<file path="config.mk">
export PLATFORM = sky130hd
export DESIGN_NAME = riscv_core
export DESIGN_NICKNAME = d
export VERILOG_FILES = /design/src/design/core_pkg.sv /design/src/design/stage_if.sv /design/src/design/riscv_core.sv /design/src/design/reg_file.sv /design/src/design/alu_unit.sv /design/src/design/decode_unit.sv /design/src/design/fetch_unit.sv
export SDC_FILE = /design/constraint.sdc
export NUM_CORES = 2
export LEC_CHECK = 0
export BUFFER_PORTS_ARGS = -buffer_cell sky130_fd_sc_hd__buf_2
export CELL_PAD_IN_SITES_DETAIL_PLACEMENT = 1
export CELL_PAD_IN_SITES_GLOBAL_PLACEMENT = 2
export CORE_MARGIN = 4
export CORE_UTILIZATION = 40
export DETAILED_ROUTE_END_ITERATION = 10
export HOLD_SLACK_MARGIN = 0.05
export PLACE_DENSITY_LB_ADDON = 0.1
export SLEW_MARGIN = 20
export SYNTH_ARGS = -nofsm -noshare
export SYNTH_HDL_FRONTEND = slang
export SYNTH_SLANG_ARGS = --single-unit
</file>
<file path="constraint.sdc">
create_clock -name clk -period 5.3 [get_ports clk]
set_clock_uncertainty 0.2 [all_clocks]
set_input_delay 1.06 -clock clk [delete_from_list [all_inputs] [get_ports clk]]
set_output_delay 1.06 -clock clk [all_outputs]
set_load 0.01 [all_outputs]
</file>
<file path="src/design/core_pkg.sv">
package core_pkg;

    //**************************************************************************
    // widths
    //**************************************************************************
    localparam int INST_W     = 32;
    localparam int REG_ADDR_W = 5;
    localparam int NUM_REGS   = 32;
    localparam int ALU_SEL_W  = 4;

    //**************************************************************************
    // alu operation select
    //**************************************************************************
    localparam logic [ALU_SEL_W-1:0] ALU_ADD  = 4'd0;
    localparam logic [ALU_SEL_W-1:0] ALU_SUB  = 4'd1;
    localparam logic [ALU_SEL_W-1:0] ALU_AND  = 4'd2;
    localparam logic [ALU_SEL_W-1:0] ALU_OR   = 4'd3;
    localparam logic [ALU_SEL_W-1:0] ALU_XOR  = 4'd4;
    localparam logic [ALU_SEL_W-1:0] ALU_SLT  = 4'd5;
    localparam logic [ALU_SEL_W-1:0] ALU_SLTU = 4'd6;

    // major opcodes handled by the core
    localparam logic [6:0] OPC_OP     = 7'b0110011;
    localparam logic [6:0] OPC_OP_IMM = 7'b0010011;

    //**************************************************************************
    // instruction word, register and immediate formats
    //**************************************************************************
    typedef union packed {
        struct packed {
            logic [6:0]            funct7;
            logic [REG_ADDR_W-1:0] rs2;
            logic [REG_ADDR_W-1:0] rs1;
            logic [2:0]            funct3;
            logic [REG_ADDR_W-1:0] rd;
            logic [6:0]            opcode;
        } r_view;
        struct packed {
            logic [11:0]           imm12;
            logic [REG_ADDR_W-1:0] rs1;
            logic [2:0]            funct3;
            logic [REG_ADDR_W-1:0] rd;
            logic [6:0]            opcode;
        } i_view;
    } inst_u;

endpackage
</file>
<file path="src/design/stage_if.sv">
`timescale 1ns/1ps

// id/ex pipeline register bundle
interface stage_if #(
    parameter int XLEN = 64
);

    logic                                  valid;
    logic [XLEN-1:0]                       pc;
    core_pkg::inst_u                       inst;
    logic [core_pkg::ALU_SEL_W-1:0]        alu_sel;
    logic [XLEN-1:0]                       op1;
    logic [XLEN-1:0]                       op2;
    logic [core_pkg::REG_ADDR_W-1:0]       rd;
    logic                                  we;

    modport decode (
        output valid, pc, inst, alu_sel, op1, op2, rd, we
    );

    modport execute (
        input  valid, pc, inst, alu_sel, op1, op2, rd, we
    );

endinterface

</file>
<file path="src/design/riscv_core.sv">
`timescale 1ns/1ps

module riscv_core #(
    parameter int              XLEN     = 64,
    parameter logic [XLEN-1:0] RESET_PC = '0
) (
    input  logic                            clk,
    input  logic                            rst_n_i,
    output logic [XLEN-1:0]                 imem_addr_o,
    input  logic [core_pkg::INST_W-1:0]     imem_data_i,
    input  logic                            imem_valid_i,
    output logic                            commit_o,
    output logic [XLEN-1:0]                 pc_o,
    output logic [core_pkg::INST_W-1:0]     inst_o,
    output logic                            wb_we_o,
    output logic [core_pkg::REG_ADDR_W-1:0] wb_addr_o,
    output logic [XLEN-1:0]                 wb_data_o
);

    logic                            id_valid;
    logic [XLEN-1:0]                 id_pc;
    core_pkg::inst_u                 id_inst;
    logic [core_pkg::REG_ADDR_W-1:0] rs1_addr;
    logic [core_pkg::REG_ADDR_W-1:0] rs2_addr;
    logic [XLEN-1:0]                 rs1_data;
    logic [XLEN-1:0]                 rs2_data;
    logic [XLEN-1:0]                 ex_result;
    logic                            wb_we;
    logic [core_pkg::REG_ADDR_W-1:0] wb_addr;
    logic [XLEN-1:0]                 wb_data;

    stage_if #(.XLEN(XLEN)) ex_bus ();

    assign wb_we_o   = wb_we;
    assign wb_addr_o = wb_addr;
    assign wb_data_o = wb_data;

    fetch_unit #(.XLEN(XLEN), .RESET_PC(RESET_PC)) u_fetch (
        .clk          ( clk          ),
        .rst_n_i      ( rst_n_i      ),
        .imem_valid_i ( imem_valid_i ),
        .imem_data_i  ( imem_data_i  ),
        .imem_addr_o  ( imem_addr_o  ),
        .id_valid_o   ( id_valid     ),
        .id_pc_o      ( id_pc        ),
        .id_inst_o    ( id_inst      )
    );

    decode_unit #(.XLEN(XLEN)) u_decode (
        .clk         ( clk       ),
        .rst_n_i     ( rst_n_i   ),
        .id_valid_i  ( id_valid  ),
        .id_pc_i     ( id_pc     ),
        .id_inst_i   ( id_inst   ),
        .rs1_addr_o  ( rs1_addr  ),
        .rs2_addr_o  ( rs2_addr  ),
        .rs1_data_i  ( rs1_data  ),
        .rs2_data_i  ( rs2_data  ),
        .ex_result_i ( ex_result ),
        .wb_we_i     ( wb_we     ),
        .wb_addr_i   ( wb_addr   ),
        .wb_data_i   ( wb_data   ),
        .ex_bus      ( ex_bus    )
    );

    alu_unit #(.XLEN(XLEN)) u_alu (
        .clk         ( clk       ),
        .rst_n_i     ( rst_n_i   ),
        .ex_bus      ( ex_bus    ),
        .ex_result_o ( ex_result ),
        .commit_o    ( commit_o  ),
        .pc_o        ( pc_o      ),
        .inst_o      ( inst_o    ),
        .wb_we_o     ( wb_we     ),
        .wb_addr_o   ( wb_addr   ),
        .wb_data_o   ( wb_data   )
    );

    reg_file #(.XLEN(XLEN)) u_regs (
        .clk      ( clk      ),
        .rst_n_i  ( rst_n_i  ),
        .raddr1_i ( rs1_addr ),
        .raddr2_i ( rs2_addr ),
        .rdata1_o ( rs1_data ),
        .rdata2_o ( rs2_data ),
        .wen_i    ( wb_we    ),
        .waddr_i  ( wb_addr  ),
        .wdata_i  ( wb_data  )
    );

endmodule

</file>
<file path="src/design/reg_file.sv">
`timescale 1ns/1ps

module reg_file #(
    parameter int XLEN = 64
) (
    input  logic                            clk,
    input  logic                            rst_n_i,
    input  logic [core_pkg::REG_ADDR_W-1:0] raddr1_i,
    input  logic [core_pkg::REG_ADDR_W-1:0] raddr2_i,
    output logic [XLEN-1:0]                 rdata1_o,
    output logic [XLEN-1:0]                 rdata2_o,
    input  logic                            wen_i,
    input  logic [core_pkg::REG_ADDR_W-1:0] waddr_i,
    input  logic [XLEN-1:0]                 wdata_i
);

    logic [XLEN-1:0] regs [core_pkg::NUM_REGS];

    always_ff @(posedge clk or negedge rst_n_i) begin
        if (!rst_n_i) begin
            for (int i = 0; i < core_pkg::NUM_REGS; i++) begin
                regs[i] <= '0;
            end
        end else if (wen_i && waddr_i != '0) begin
            regs[waddr_i] <= wdata_i;
        end
    end

    // x0 is hardwired
    assign rdata1_o = (raddr1_i == '0) ? '0 : regs[raddr1_i];
    assign rdata2_o = (raddr2_i == '0) ? '0 : regs[raddr2_i];

endmodule

</file>
<file path="src/design/alu_unit.sv">
`timescale 1ns/1ps

module alu_unit #(
    parameter int XLEN = 64
) (
    input  logic                            clk,
    input  logic                            rst_n_i,
    stage_if.execute                        ex_bus,
    output logic [XLEN-1:0]                 ex_result_o,
    output logic                            commit_o,
    output logic [XLEN-1:0]                 pc_o,
    output logic [core_pkg::INST_W-1:0]     inst_o,
    output logic                            wb_we_o,
    output logic [core_pkg::REG_ADDR_W-1:0] wb_addr_o,
    output logic [XLEN-1:0]                 wb_data_o
);

    logic [XLEN-1:0] result;
    logic            lt_s;
    logic            lt_u;

    assign lt_s = $signed(ex_bus.op1) < $signed(ex_bus.op2);
    assign lt_u = ex_bus.op1 < ex_bus.op2;

    always_comb begin
        case (ex_bus.alu_sel)
            core_pkg::ALU_ADD:  result = ex_bus.op1 + ex_bus.op2;
            core_pkg::ALU_SUB:  result = ex_bus.op1 - ex_bus.op2;
            core_pkg::ALU_AND:  result = ex_bus.op1 & ex_bus.op2;
            core_pkg::ALU_OR:   result = ex_bus.op1 | ex_bus.op2;
            core_pkg::ALU_XOR:  result = ex_bus.op1 ^ ex_bus.op2;
            core_pkg::ALU_SLT:  result = {{(XLEN-1){1'b0}}, lt_s};
            core_pkg::ALU_SLTU: result = {{(XLEN-1){1'b0}}, lt_u};
            default:            result = '0;
        endcase
    end

    // back to decode for forwarding
    assign ex_result_o = result;

    //**************************************************************************
    // ex/wb register, feeds writeback and retire
    //**************************************************************************
    always_ff @(posedge clk or negedge rst_n_i) begin
        if (!rst_n_i) begin
            commit_o <= 1'b0;
            wb_we_o  <= 1'b0;
        end else begin
            commit_o <= ex_bus.valid;
            wb_we_o  <= ex_bus.valid && ex_bus.we;
        end
    end

    always_ff @(posedge clk) begin
        pc_o      <= ex_bus.pc;
        inst_o    <= ex_bus.inst;
        wb_addr_o <= ex_bus.rd;
        wb_data_o <= result;
    end

endmodule

</file>
<file path="src/design/decode_unit.sv">
`timescale 1ns/1ps

module decode_unit #(
    parameter int XLEN = 64
) (
    input  logic                            clk,
    input  logic                            rst_n_i,
    input  logic                            id_valid_i,
    input  logic [XLEN-1:0]                 id_pc_i,
    input  core_pkg::inst_u                 id_inst_i,
    output logic [core_pkg::REG_ADDR_W-1:0] rs1_addr_o,
    output logic [core_pkg::REG_ADDR_W-1:0] rs2_addr_o,
    input  logic [XLEN-1:0]                 rs1_data_i,
    input  logic [XLEN-1:0]                 rs2_data_i,
    input  logic [XLEN-1:0]                 ex_result_i,
    input  logic                            wb_we_i,
    input  logic [core_pkg::REG_ADDR_W-1:0] wb_addr_i,
    input  logic [XLEN-1:0]                 wb_data_i,
    stage_if.decode                         ex_bus
);

    logic                            is_op;
    logic                            is_op_imm;
    logic [2:0]                      funct3;
    logic                            funct_ok;
    logic [core_pkg::ALU_SEL_W-1:0]  alu_sel;
    logic [core_pkg::REG_ADDR_W-1:0] rd;
    logic [XLEN-1:0]                 imm;
    logic [XLEN-1:0]                 rs1_val;
    logic [XLEN-1:0]                 rs2_val;
    logic                            we;
    logic                            ex_fwd_en;

    assign is_op     = id_inst_i.r_view.opcode == core_pkg::OPC_OP;
    assign is_op_imm = id_inst_i.i_view.opcode == core_pkg::OPC_OP_IMM;

    assign funct3     = id_inst_i.r_view.funct3;
    assign rd         = id_inst_i.r_view.rd;
    assign rs1_addr_o = id_inst_i.r_view.rs1;
    // immediate ops have no second source
    assign rs2_addr_o = is_op ? id_inst_i.r_view.rs2 : '0;

    assign imm = {{(XLEN-12){id_inst_i.i_view.imm12[11]}}, id_inst_i.i_view.imm12};

    always_comb begin
        alu_sel  = core_pkg::ALU_ADD;
        funct_ok = 1'b1;
        case (funct3)
            3'b000: alu_sel = (is_op && id_inst_i.r_view.funct7[5]) ?
                              core_pkg::ALU_SUB : core_pkg::ALU_ADD;
            3'b010: alu_sel = core_pkg::ALU_SLT;
            3'b011: alu_sel = core_pkg::ALU_SLTU;
            3'b100: alu_sel = core_pkg::ALU_XOR;
            3'b110: alu_sel = core_pkg::ALU_OR;
            3'b111: alu_sel = core_pkg::ALU_AND;
            // shifts are not implemented
            default: funct_ok = 1'b0;
        endcase
        // funct7 is 0000000 or 0100000 for sub only
        if (is_op && id_inst_i.r_view.funct7 != 7'b0000000) begin
            if (id_inst_i.r_view.funct7 != 7'b0100000 || funct3 != 3'b000) begin
                funct_ok = 1'b0;
            end
        end
    end

    assign we = (is_op || is_op_imm) && funct_ok && rd != '0;

    //**************************************************************************
    // forwarding priority is ex result then wb then register file
    //**************************************************************************
    assign ex_fwd_en = ex_bus.valid && ex_bus.we;

    function automatic logic [XLEN-1:0] fwd(
        input logic [core_pkg::REG_ADDR_W-1:0] addr,
        input logic [XLEN-1:0]                 rf_data
    );
        if (addr == '0) begin
            return '0;
        end else if (ex_fwd_en && ex_bus.rd == addr) begin
            return ex_result_i;
        end else if (wb_we_i && wb_addr_i == addr) begin
            return wb_data_i;
        end
        return rf_data;
    endfunction

    assign rs1_val = fwd(rs1_addr_o, rs1_data_i);
    assign rs2_val = fwd(rs2_addr_o, rs2_data_i);

    // id/ex register
    always_ff @(posedge clk or negedge rst_n_i) begin
        if (!rst_n_i) begin
            ex_bus.valid <= 1'b0;
            ex_bus.we    <= 1'b0;
        end else begin
            ex_bus.valid <= id_valid_i;
            ex_bus.we    <= id_valid_i && we;
        end
    end

    always_ff @(posedge clk) begin
        ex_bus.pc      <= id_pc_i;
        ex_bus.inst    <= id_inst_i;
        ex_bus.alu_sel <= alu_sel;
        ex_bus.op1     <= rs1_val;
        ex_bus.op2     <= is_op_imm ? imm : rs2_val;
        ex_bus.rd      <= rd;
    end

endmodule

</file>
<file path="src/design/fetch_unit.sv">
`timescale 1ns/1ps

module fetch_unit #(
    parameter int              XLEN     = 64,
    parameter logic [XLEN-1:0] RESET_PC = '0
) (
    input  logic                        clk,
    input  logic                        rst_n_i,
    input  logic                        imem_valid_i,
    input  logic [core_pkg::INST_W-1:0] imem_data_i,
    output logic [XLEN-1:0]             imem_addr_o,
    output logic                        id_valid_o,
    output logic [XLEN-1:0]             id_pc_o,
    output core_pkg::inst_u             id_inst_o
);

    logic [XLEN-1:0] pc;

    assign imem_addr_o = pc;

    // pc holds while the word is missing
    always_ff @(posedge clk or negedge rst_n_i) begin
        if (!rst_n_i) begin
            pc <= RESET_PC;
        end else if (imem_valid_i) begin
            pc <= pc + XLEN'(4);
        end
    end

    //**************************************************************************
    // if/id register
    //**************************************************************************
    always_ff @(posedge clk or negedge rst_n_i) begin
        if (!rst_n_i) begin
            id_valid_o <= 1'b0;
        end else begin
            // bubble when no word accepted
            id_valid_o <= imem_valid_i;
        end
    end

    always_ff @(posedge clk) begin
        if (imem_valid_i) begin
            id_pc_o   <= pc;
            id_inst_o <= imem_data_i;
        end
    end

endmodule

</file>
* Word level (Yosys, flattened, before mapping)
Cells that the tools add are included.
Operators by class: divide/modulo/power cells 0, mux-type cells 33, shift-type cells 0, eq/ne operators 18, magnitude comparators 6, $mul 0, reductions and logical operators 23, add/sub/neg operators 3, bitwise gates (word level) 6
Operators by type and width (count):
- $bwmux W2048 | 1
- $mux W64 | 16
- $bmux W64 S5 | 2
- $pmux W64 S7 | 1
- $demux W64 S5 | 1
- $lt A64 B64 Y1 | 2
- $add A64 B3 Y64 const B | 1
- $add A64 B64 Y64 | 1
- $and A64 B64 Y64 | 1
- $or A64 B64 Y64 | 1
- $sub A64 B64 Y64 | 1
- $xor A64 B64 Y64 | 1
- $pmux W4 S6 | 1
- $eq A5 B5 Y1 | 4
- $ge A6 B6 Y1 const B | 3
- $not A5 Y6 | 3
- $eq A4 B3 Y1 const B | 3
- $logic_and A1 B1 Y1 | 12
- $logic_not A5 Y1 | 2
- $mux W1 | 10
- $reduce_bool A5 Y1 | 2
- $eq A3 B3 Y1 const B | 3
- $eq A4 B2 Y1 const B | 2
- $eq A7 B5 Y1 const B | 1
- 12 further kinds | 14
Word-level totals: word-level logic and storage cells 139, memories 0, input port bits 35, output and inout bits 231, bits in latches 0, bits in writable memories 0, register bits 2611, bits in read-only memories 0

* Depth between registers and ports, before layout
word-level depth 9, depth in mapped cells 16, gate-level depth less buffers 14

* Modules after synthesis
A second synthesis with hierarchy kept.
Second synthesis, totals: cells, all modules 9978, area, all modules 137505.6 µm²
By module, submodules not included:
- reg_file | area each 108427.7 µm², cells an instance 6963, seq. area each 51249.2 µm², times used 1
- alu_unit | area each 14371.3 µm², cells an instance 1875, seq. area each 3353.2 µm², times used 1
- decode_unit | area each 8973.6 µm², cells an instance 778, seq. area each 4594.4 µm², times used 1
- fetch_unit | area each 5733.0 µm², cells an instance 362, seq. area each 4399.2 µm², times used 1

* Least setup slack after synthesis
OpenSTA, ideal clock, no wires.
path type register -> register, from register u_decode.ex_bus.op1[0], to register u_decode.ex_bus.op2[46], clock period less this slack 3.668 ns, data arrival time 3.348 ns, setup slack 1.632 ns, setup time 0.120 ns, stages on the path, launching flop included 15, required time 4.980 ns, buffers on the path 0, path through dfxtp_1 inv_1 ha_1 fa_1 o21bai_1 o2111ai_1 a211oi_1 o21ai_0 o311ai_2 a21oi_1 o41ai_1 xnor2_1 nor2_1 o31a_1 a211o_1
On the way: longest elaborated chain between the ends 6, elaborated cells between the ends (all ways) 7, classes of those cells add/sub: 2; mux: 5
Ends and longest elaborated chain:
- from (decl) | RTL line stage_if.sv:18 | output valid, pc, inst, alu_sel, op1, op2, rd, we
- from (signal assigned) | RTL line decode_unit.sv:106 | ex_bus.op1 <= rs1_val;
- $sub A64 B64 Y64 / $add A64 B64 Y64 (equally long branches) | RTL line alu_unit.sv:28, alu_unit.sv:27
- $pmux W64 S7 * | RTL line alu_unit.sv:26 | case (ex_bus.alu_sel)
- named net ex_result[46] | RTL line riscv_core.sv:27 | logic [XLEN-1:0] ex_result;
- $mux W64 * | RTL line decode_unit.sv:80 | end else if (ex_fwd_en && ex_bus.rd == addr) begin
- $mux W64 * | RTL line decode_unit.sv:78 | if (addr == '0) begin
- $mux W64 * | RTL line decode_unit.sv:85 | return rf_data;
- $mux W64 * | RTL line decode_unit.sv:107 | ex_bus.op2 <= is_op_imm ? imm : rs2_val;
- to (signal assigned) | RTL line decode_unit.sv:107
- to (decl) | RTL line stage_if.sv:18
Mark *: on every way through the listed nets, which the timed path passes. The rest lies on a longest branch. A chain may end at the register's enable or synchronous reset.

* Final worst setup path
from register u_fetch.id_inst_o[20] in the netlist's numbering, to register u_decode.ex_bus.op2[60]
On the way: longest elaborated chain between the ends 8, elaborated cells between the ends (all ways) 18, classes of those cells eq/ne: 2; mux: 12; bitwise: 1; reduce/logical: 3
Ends and longest elaborated chain:
- from (decl) | RTL line fetch_unit.sv:14 | output core_pkg::inst_u id_inst_o
- from (signal assigned) | RTL line fetch_unit.sv:45 | id_inst_o <= imem_data_i;
- $mux W5 * | RTL line decode_unit.sv:41 | assign rs2_addr_o = is_op ? id_inst_i.r_view.rs2 : '0;
- $not A5 Y6 (implied by the code) / $eq A5 B5 Y1 (equally long branches) | RTL line reg_file.sv:31, decode_unit.sv:82
- $bmux W64 S5 / $logic_and A1 B1 Y1 (equally long branches) | RTL line reg_file.sv:31, decode_unit.sv:82
- $mux W64 (implied by the code) / $mux W1 (equally long branches) | RTL line reg_file.sv:31, decode_unit.sv:82
- $mux W64 (implied by the code) / $mux W1 (equally long branches) | RTL line reg_file.sv:31, decode_unit.sv:80
- $mux W64 / $mux W1 (equally long branches) | RTL line reg_file.sv:31, decode_unit.sv:78
- $mux W64 * | RTL line decode_unit.sv:85
- $mux W64 * | RTL line decode_unit.sv:107
Mark *: on every way between the ends. The rest lies on a longest branch, timed or not. The select of a mux whose other input is x is not followed.

==> run_results.csv <==
group,metric,value,unit
clock_network,h-tree-depth,5,
floorplan,die_height,592,um
routing,drt_pass1_iterations,8,
sta,rsz0062_at_grt,"false",
floorplan,core,340000,um^2
clock_network,hold_buffers,25,
power_and_ir_drop,pwr-share-clk,0.477,
flow_run,maxCapViolCount,0,
clock_network,cts_resized,0,
sta,fin_tns_setup,0,ns
routing,wl_per_cell,35.9,um
setup_path,crit_type,"flop to flop",
setup_path,cp-end-kind,"flop",
sta,slew_violations,0,
routing,drcViolationCount,0,
routing,antenna_left,0,
synthesis,synthFlopType,"dfrtp_1",
routing,routed_wl,587000,um
clock_network,numCtsBuffers,307,
status,status,"completed",
grt,gr-total-overflow,0,
hold_path,hp-class,"primary input to flop",
floorplan,initial_core_util,0.402,
power_and_ir_drop,leakagePower,69.7,nW
floorplan,ioPinCount,266,
grt,grt_pass1_wl,840000,um
power_and_ir_drop,p_per_area,291,nW/um^2
grt,antenna_found_initial,30,
cells_and_area,nets,11800,
power_and_ir_drop,netSwitchingFraction,0.259,
sta,fmax,197,MHz
clock_network,tritoncts,"built",
sta,tightest_slew,1.22,ns
setup_path,critPathMaxStageDelay,1.02,ns
synthesis,synthCells,11600,
sta,hold_viol,0,
clock_network,clk_latency,0.94,ns
placement,dpl.hpwl,361000,um
synthesis,synth_top_area_share,0.387,
synthesis,synth-edff-count,94,
setup_path,required,5.85,ns
routing,num_vias,106000,
floorplan,die_area,351000,um^2
routing,drt_iter0_drc,10000,
setup_path,cp_max_fo,17,
routing,vias_per_cell,6.48,
grt,grt_max_degree,145,
setup_path,cp_cell_sequence,"and4_4 > xnor2_1 > nand3_1 > o41ai_4 > nand2b_2 > nor4_1 > a2111oi_1 > o21ai_0",
power_and_ir_drop,combPwrFrac,0.072,
power_and_ir_drop,ir_drop,0.275,mV
synthesis,synth_cell_type_count,108,
floorplan,std_cell_rows,214,
setup_path,slowest_stage,"edfxtp_1",
clock_network,clkSlewWorstSetupHoldPaths,0.06,ns
clock_network,clockRootBuffer,"clkbuf_16",
synthesis,synth_area,137000,um^2
cells_and_area,area_growth,13.7,%
cells_and_area,final_common_cell,"dfrtp_1",
power_and_ir_drop,pwr-share-seq,0.451,
floorplan,die_x,592,um
synthesis,synth_largest_area_cell,"dfrtp_1",
synthesis,yosys_warnings,0,
sta,finalCritPeriodShare,0.957,
grt,grt_pass1_vias,110000,
sta,finalSetupViolCount,0,
synthesis,syn_area_per_cell,11.7,um^2
cells_and_area,mostFrequentLayoutCells,"dfrtp_1 (2115), mux2_2 (1991), nand2_1 (1388)",
placement,routabilityCongestion,0.959,
sta,final.min_clock_period,5.07,ns
power_and_ir_drop,power_switching,11.7,mW
power_and_ir_drop,p_int,33.5,mW
clock_network,cts_max_path_buffers,4,
cells_and_area,drive_above_1_share,0.338,
setup_path,critPathArrivalTime,5.62,ns
grt,grt_usage,0.327,
cells_and_area,finish.utilization,0.457,
placement,port_buffers,261,
synthesis,ys_seq_area_frac,0.464,
synthesis,ys_top_cells_by_area,"dfrtp_1 (39%), mux2_2 (16%), mux4_2 (11%)",
sta,relSlewSlack,0.189,
setup_path,cp-start-kind,"flop",
clock_network,clock-sinks,2592,
synthesis,async_flop_share,0.816,
synthesis,ys_ff_latch,2592,
clock_network,cts_setup_buffers,0,
-- cells in the mapped netlist, types with 12 or more instances --
cell / instances
a211o_1: 15
a211oi_1: 126
a21o_1: 29
a21oi_1: 452
a221o_1: 22
a221oi_1: 318
a311oi_1: 146
a31oi_1: 284
and2_1: 15
and3_1: 24
buf_1: 137
buf_2: 47
buf_4: 14
clkbuf_1: 981
dfrtp_1: 2115
dfxtp_1: 383
edfxtp_1: 94
ha_1: 218
inv_1: 231
mux2_2: 1991
mux2i_1: 212
mux4_2: 660
nand2_1: 1402
nand2b_1: 13
nand3_1: 202
nand4_1: 51
nor2_1: 283
nor2b_1: 101
nor3_1: 117
nor4_1: 48
o2111ai_1: 12
o211ai_1: 93
o21a_1: 18
o21ai_0: 235
o21bai_1: 38
o221ai_1: 30
o22ai_1: 140
o31ai_1: 39
xnor2_1: 66
xor2_1: 36
-- worst max-delay path, delay by kind of cell, from the launching register on --
family	cells	cell delay, ns
AOI/OAI and AO/OA	3	1.88
xor gates and xnor gates	1	0.19
DFF	1	1.02
and+or+nand+nor	4	1.57
-- worst paths after layout --
path,from,endpoint,slack [ns],cells past startpoint
min in group asynchronous,rst_n_i,u_regs.regs[1415],0.58,2
worst min register to register,u_decode.ex_bus.pc[21],u_alu.pc_o[21],0.12,0
max in group asynchronous,rst_n_i,u_regs.regs[15],2.79,3
worst max register to register,u_fetch.id_inst_o[20],u_decode.ex_bus.op2[60],0.23,8
worst min-delay path,imem_data_i[0],u_fetch.id_inst_o[0],0.11,1
worst max-delay path,u_fetch.id_inst_o[20],u_decode.ex_bus.op2[60],0.23,8
-- registers in the layout, summed over array words and instances (netlist names), 62 cells and up --
register / flops
u_decode.ex_bus.pc: 62
u_decode.ex_bus.op2: 64
u_regs.regs: 2048
u_alu.wb_data_o: 64
u_fetch.id_pc_o: 62
u_fetch.imem_addr_o: 62
u_decode.ex_bus.op1: 64
u_alu.pc_o: 62
-- through the flow --
| step | hold slack (ns) | instance area, um^2 | instances | total power [mW] | setup WS [ns] |
|---|---|---|---|---|---|
| after floorplan | 0.110 | 137000 | 11600 | 22.1 | 1.63 |
| after global placement | 0.110 | 145000 | 15800 | 23.9 | 0.252 |
| after detailed placement | 0.113 | 145000 | 15800 | 23.9 | 0.265 |
| after CTS | 0.0503 | 155000 | 16300 | 45.5 | 0.269 |
| after global routing | 0.0824 | 155000 | 16400 | 46.5 | 0.141 |
| final | 0.114 | 155000 | 16400 | 45.1 | 0.227 |
-- cell families after synthesis --
logic type / count (synthesis) / share of synthesized area
multiplexers: 2863 / 0.288
flip-flops: 2592 / 0.464
AND/OR/NAND/NOR: 2323 / 0.0737
AO/OA/AOI/OAI: 2122 / 0.107
buffers and inverters: 1415 / 0.0398
adder cells (fa/ha/maj): 220 / 0.0203
XOR/XNOR: 103 / 0.00666
other: 1 / 0.0000275
-- metal layers --
layer  vias to the layer above  wire [um]  GRT usage
met5                         -         97          0
met4                        14      24800      0.123
met3                      1157      37000     0.0505
met2                      4094     272000      0.524
met1                     57600     253000      0.448
li1                      43200          -          -
-- cell type report --
cell class / count / area (um^2)
Antenna cell: 11 / 27.5
Multi-Input combinational cell: 7635 / 68200
Tap cell: 4536 / 5680
Clock inverter: 99 / 1050
Sequential cell: 2592 / 63400
Fill cell: 35100 / 185000
Timing Repair Buffer: 792 / 7070
Inverter: 234 / 886
Clock buffer: 460 / 9030
-- power by group through the flow --
stage / Combinational (mW) / Clock [mW] / Sequential [mW]
6_report: 3.25 / 21.5 / 20.4
5_1_grt: 3.42 / 22.8 / 20.4
4_1_cts: 3.25 / 21.9 / 20.4
3_5_place_dp: 3.22 / 0 / 20.7
3_3_place_gp: 3.18 / 0 / 20.7
2_1_floorplan: 1.50 / 0 / 20.6
Power figures use the tool's default switching activity.
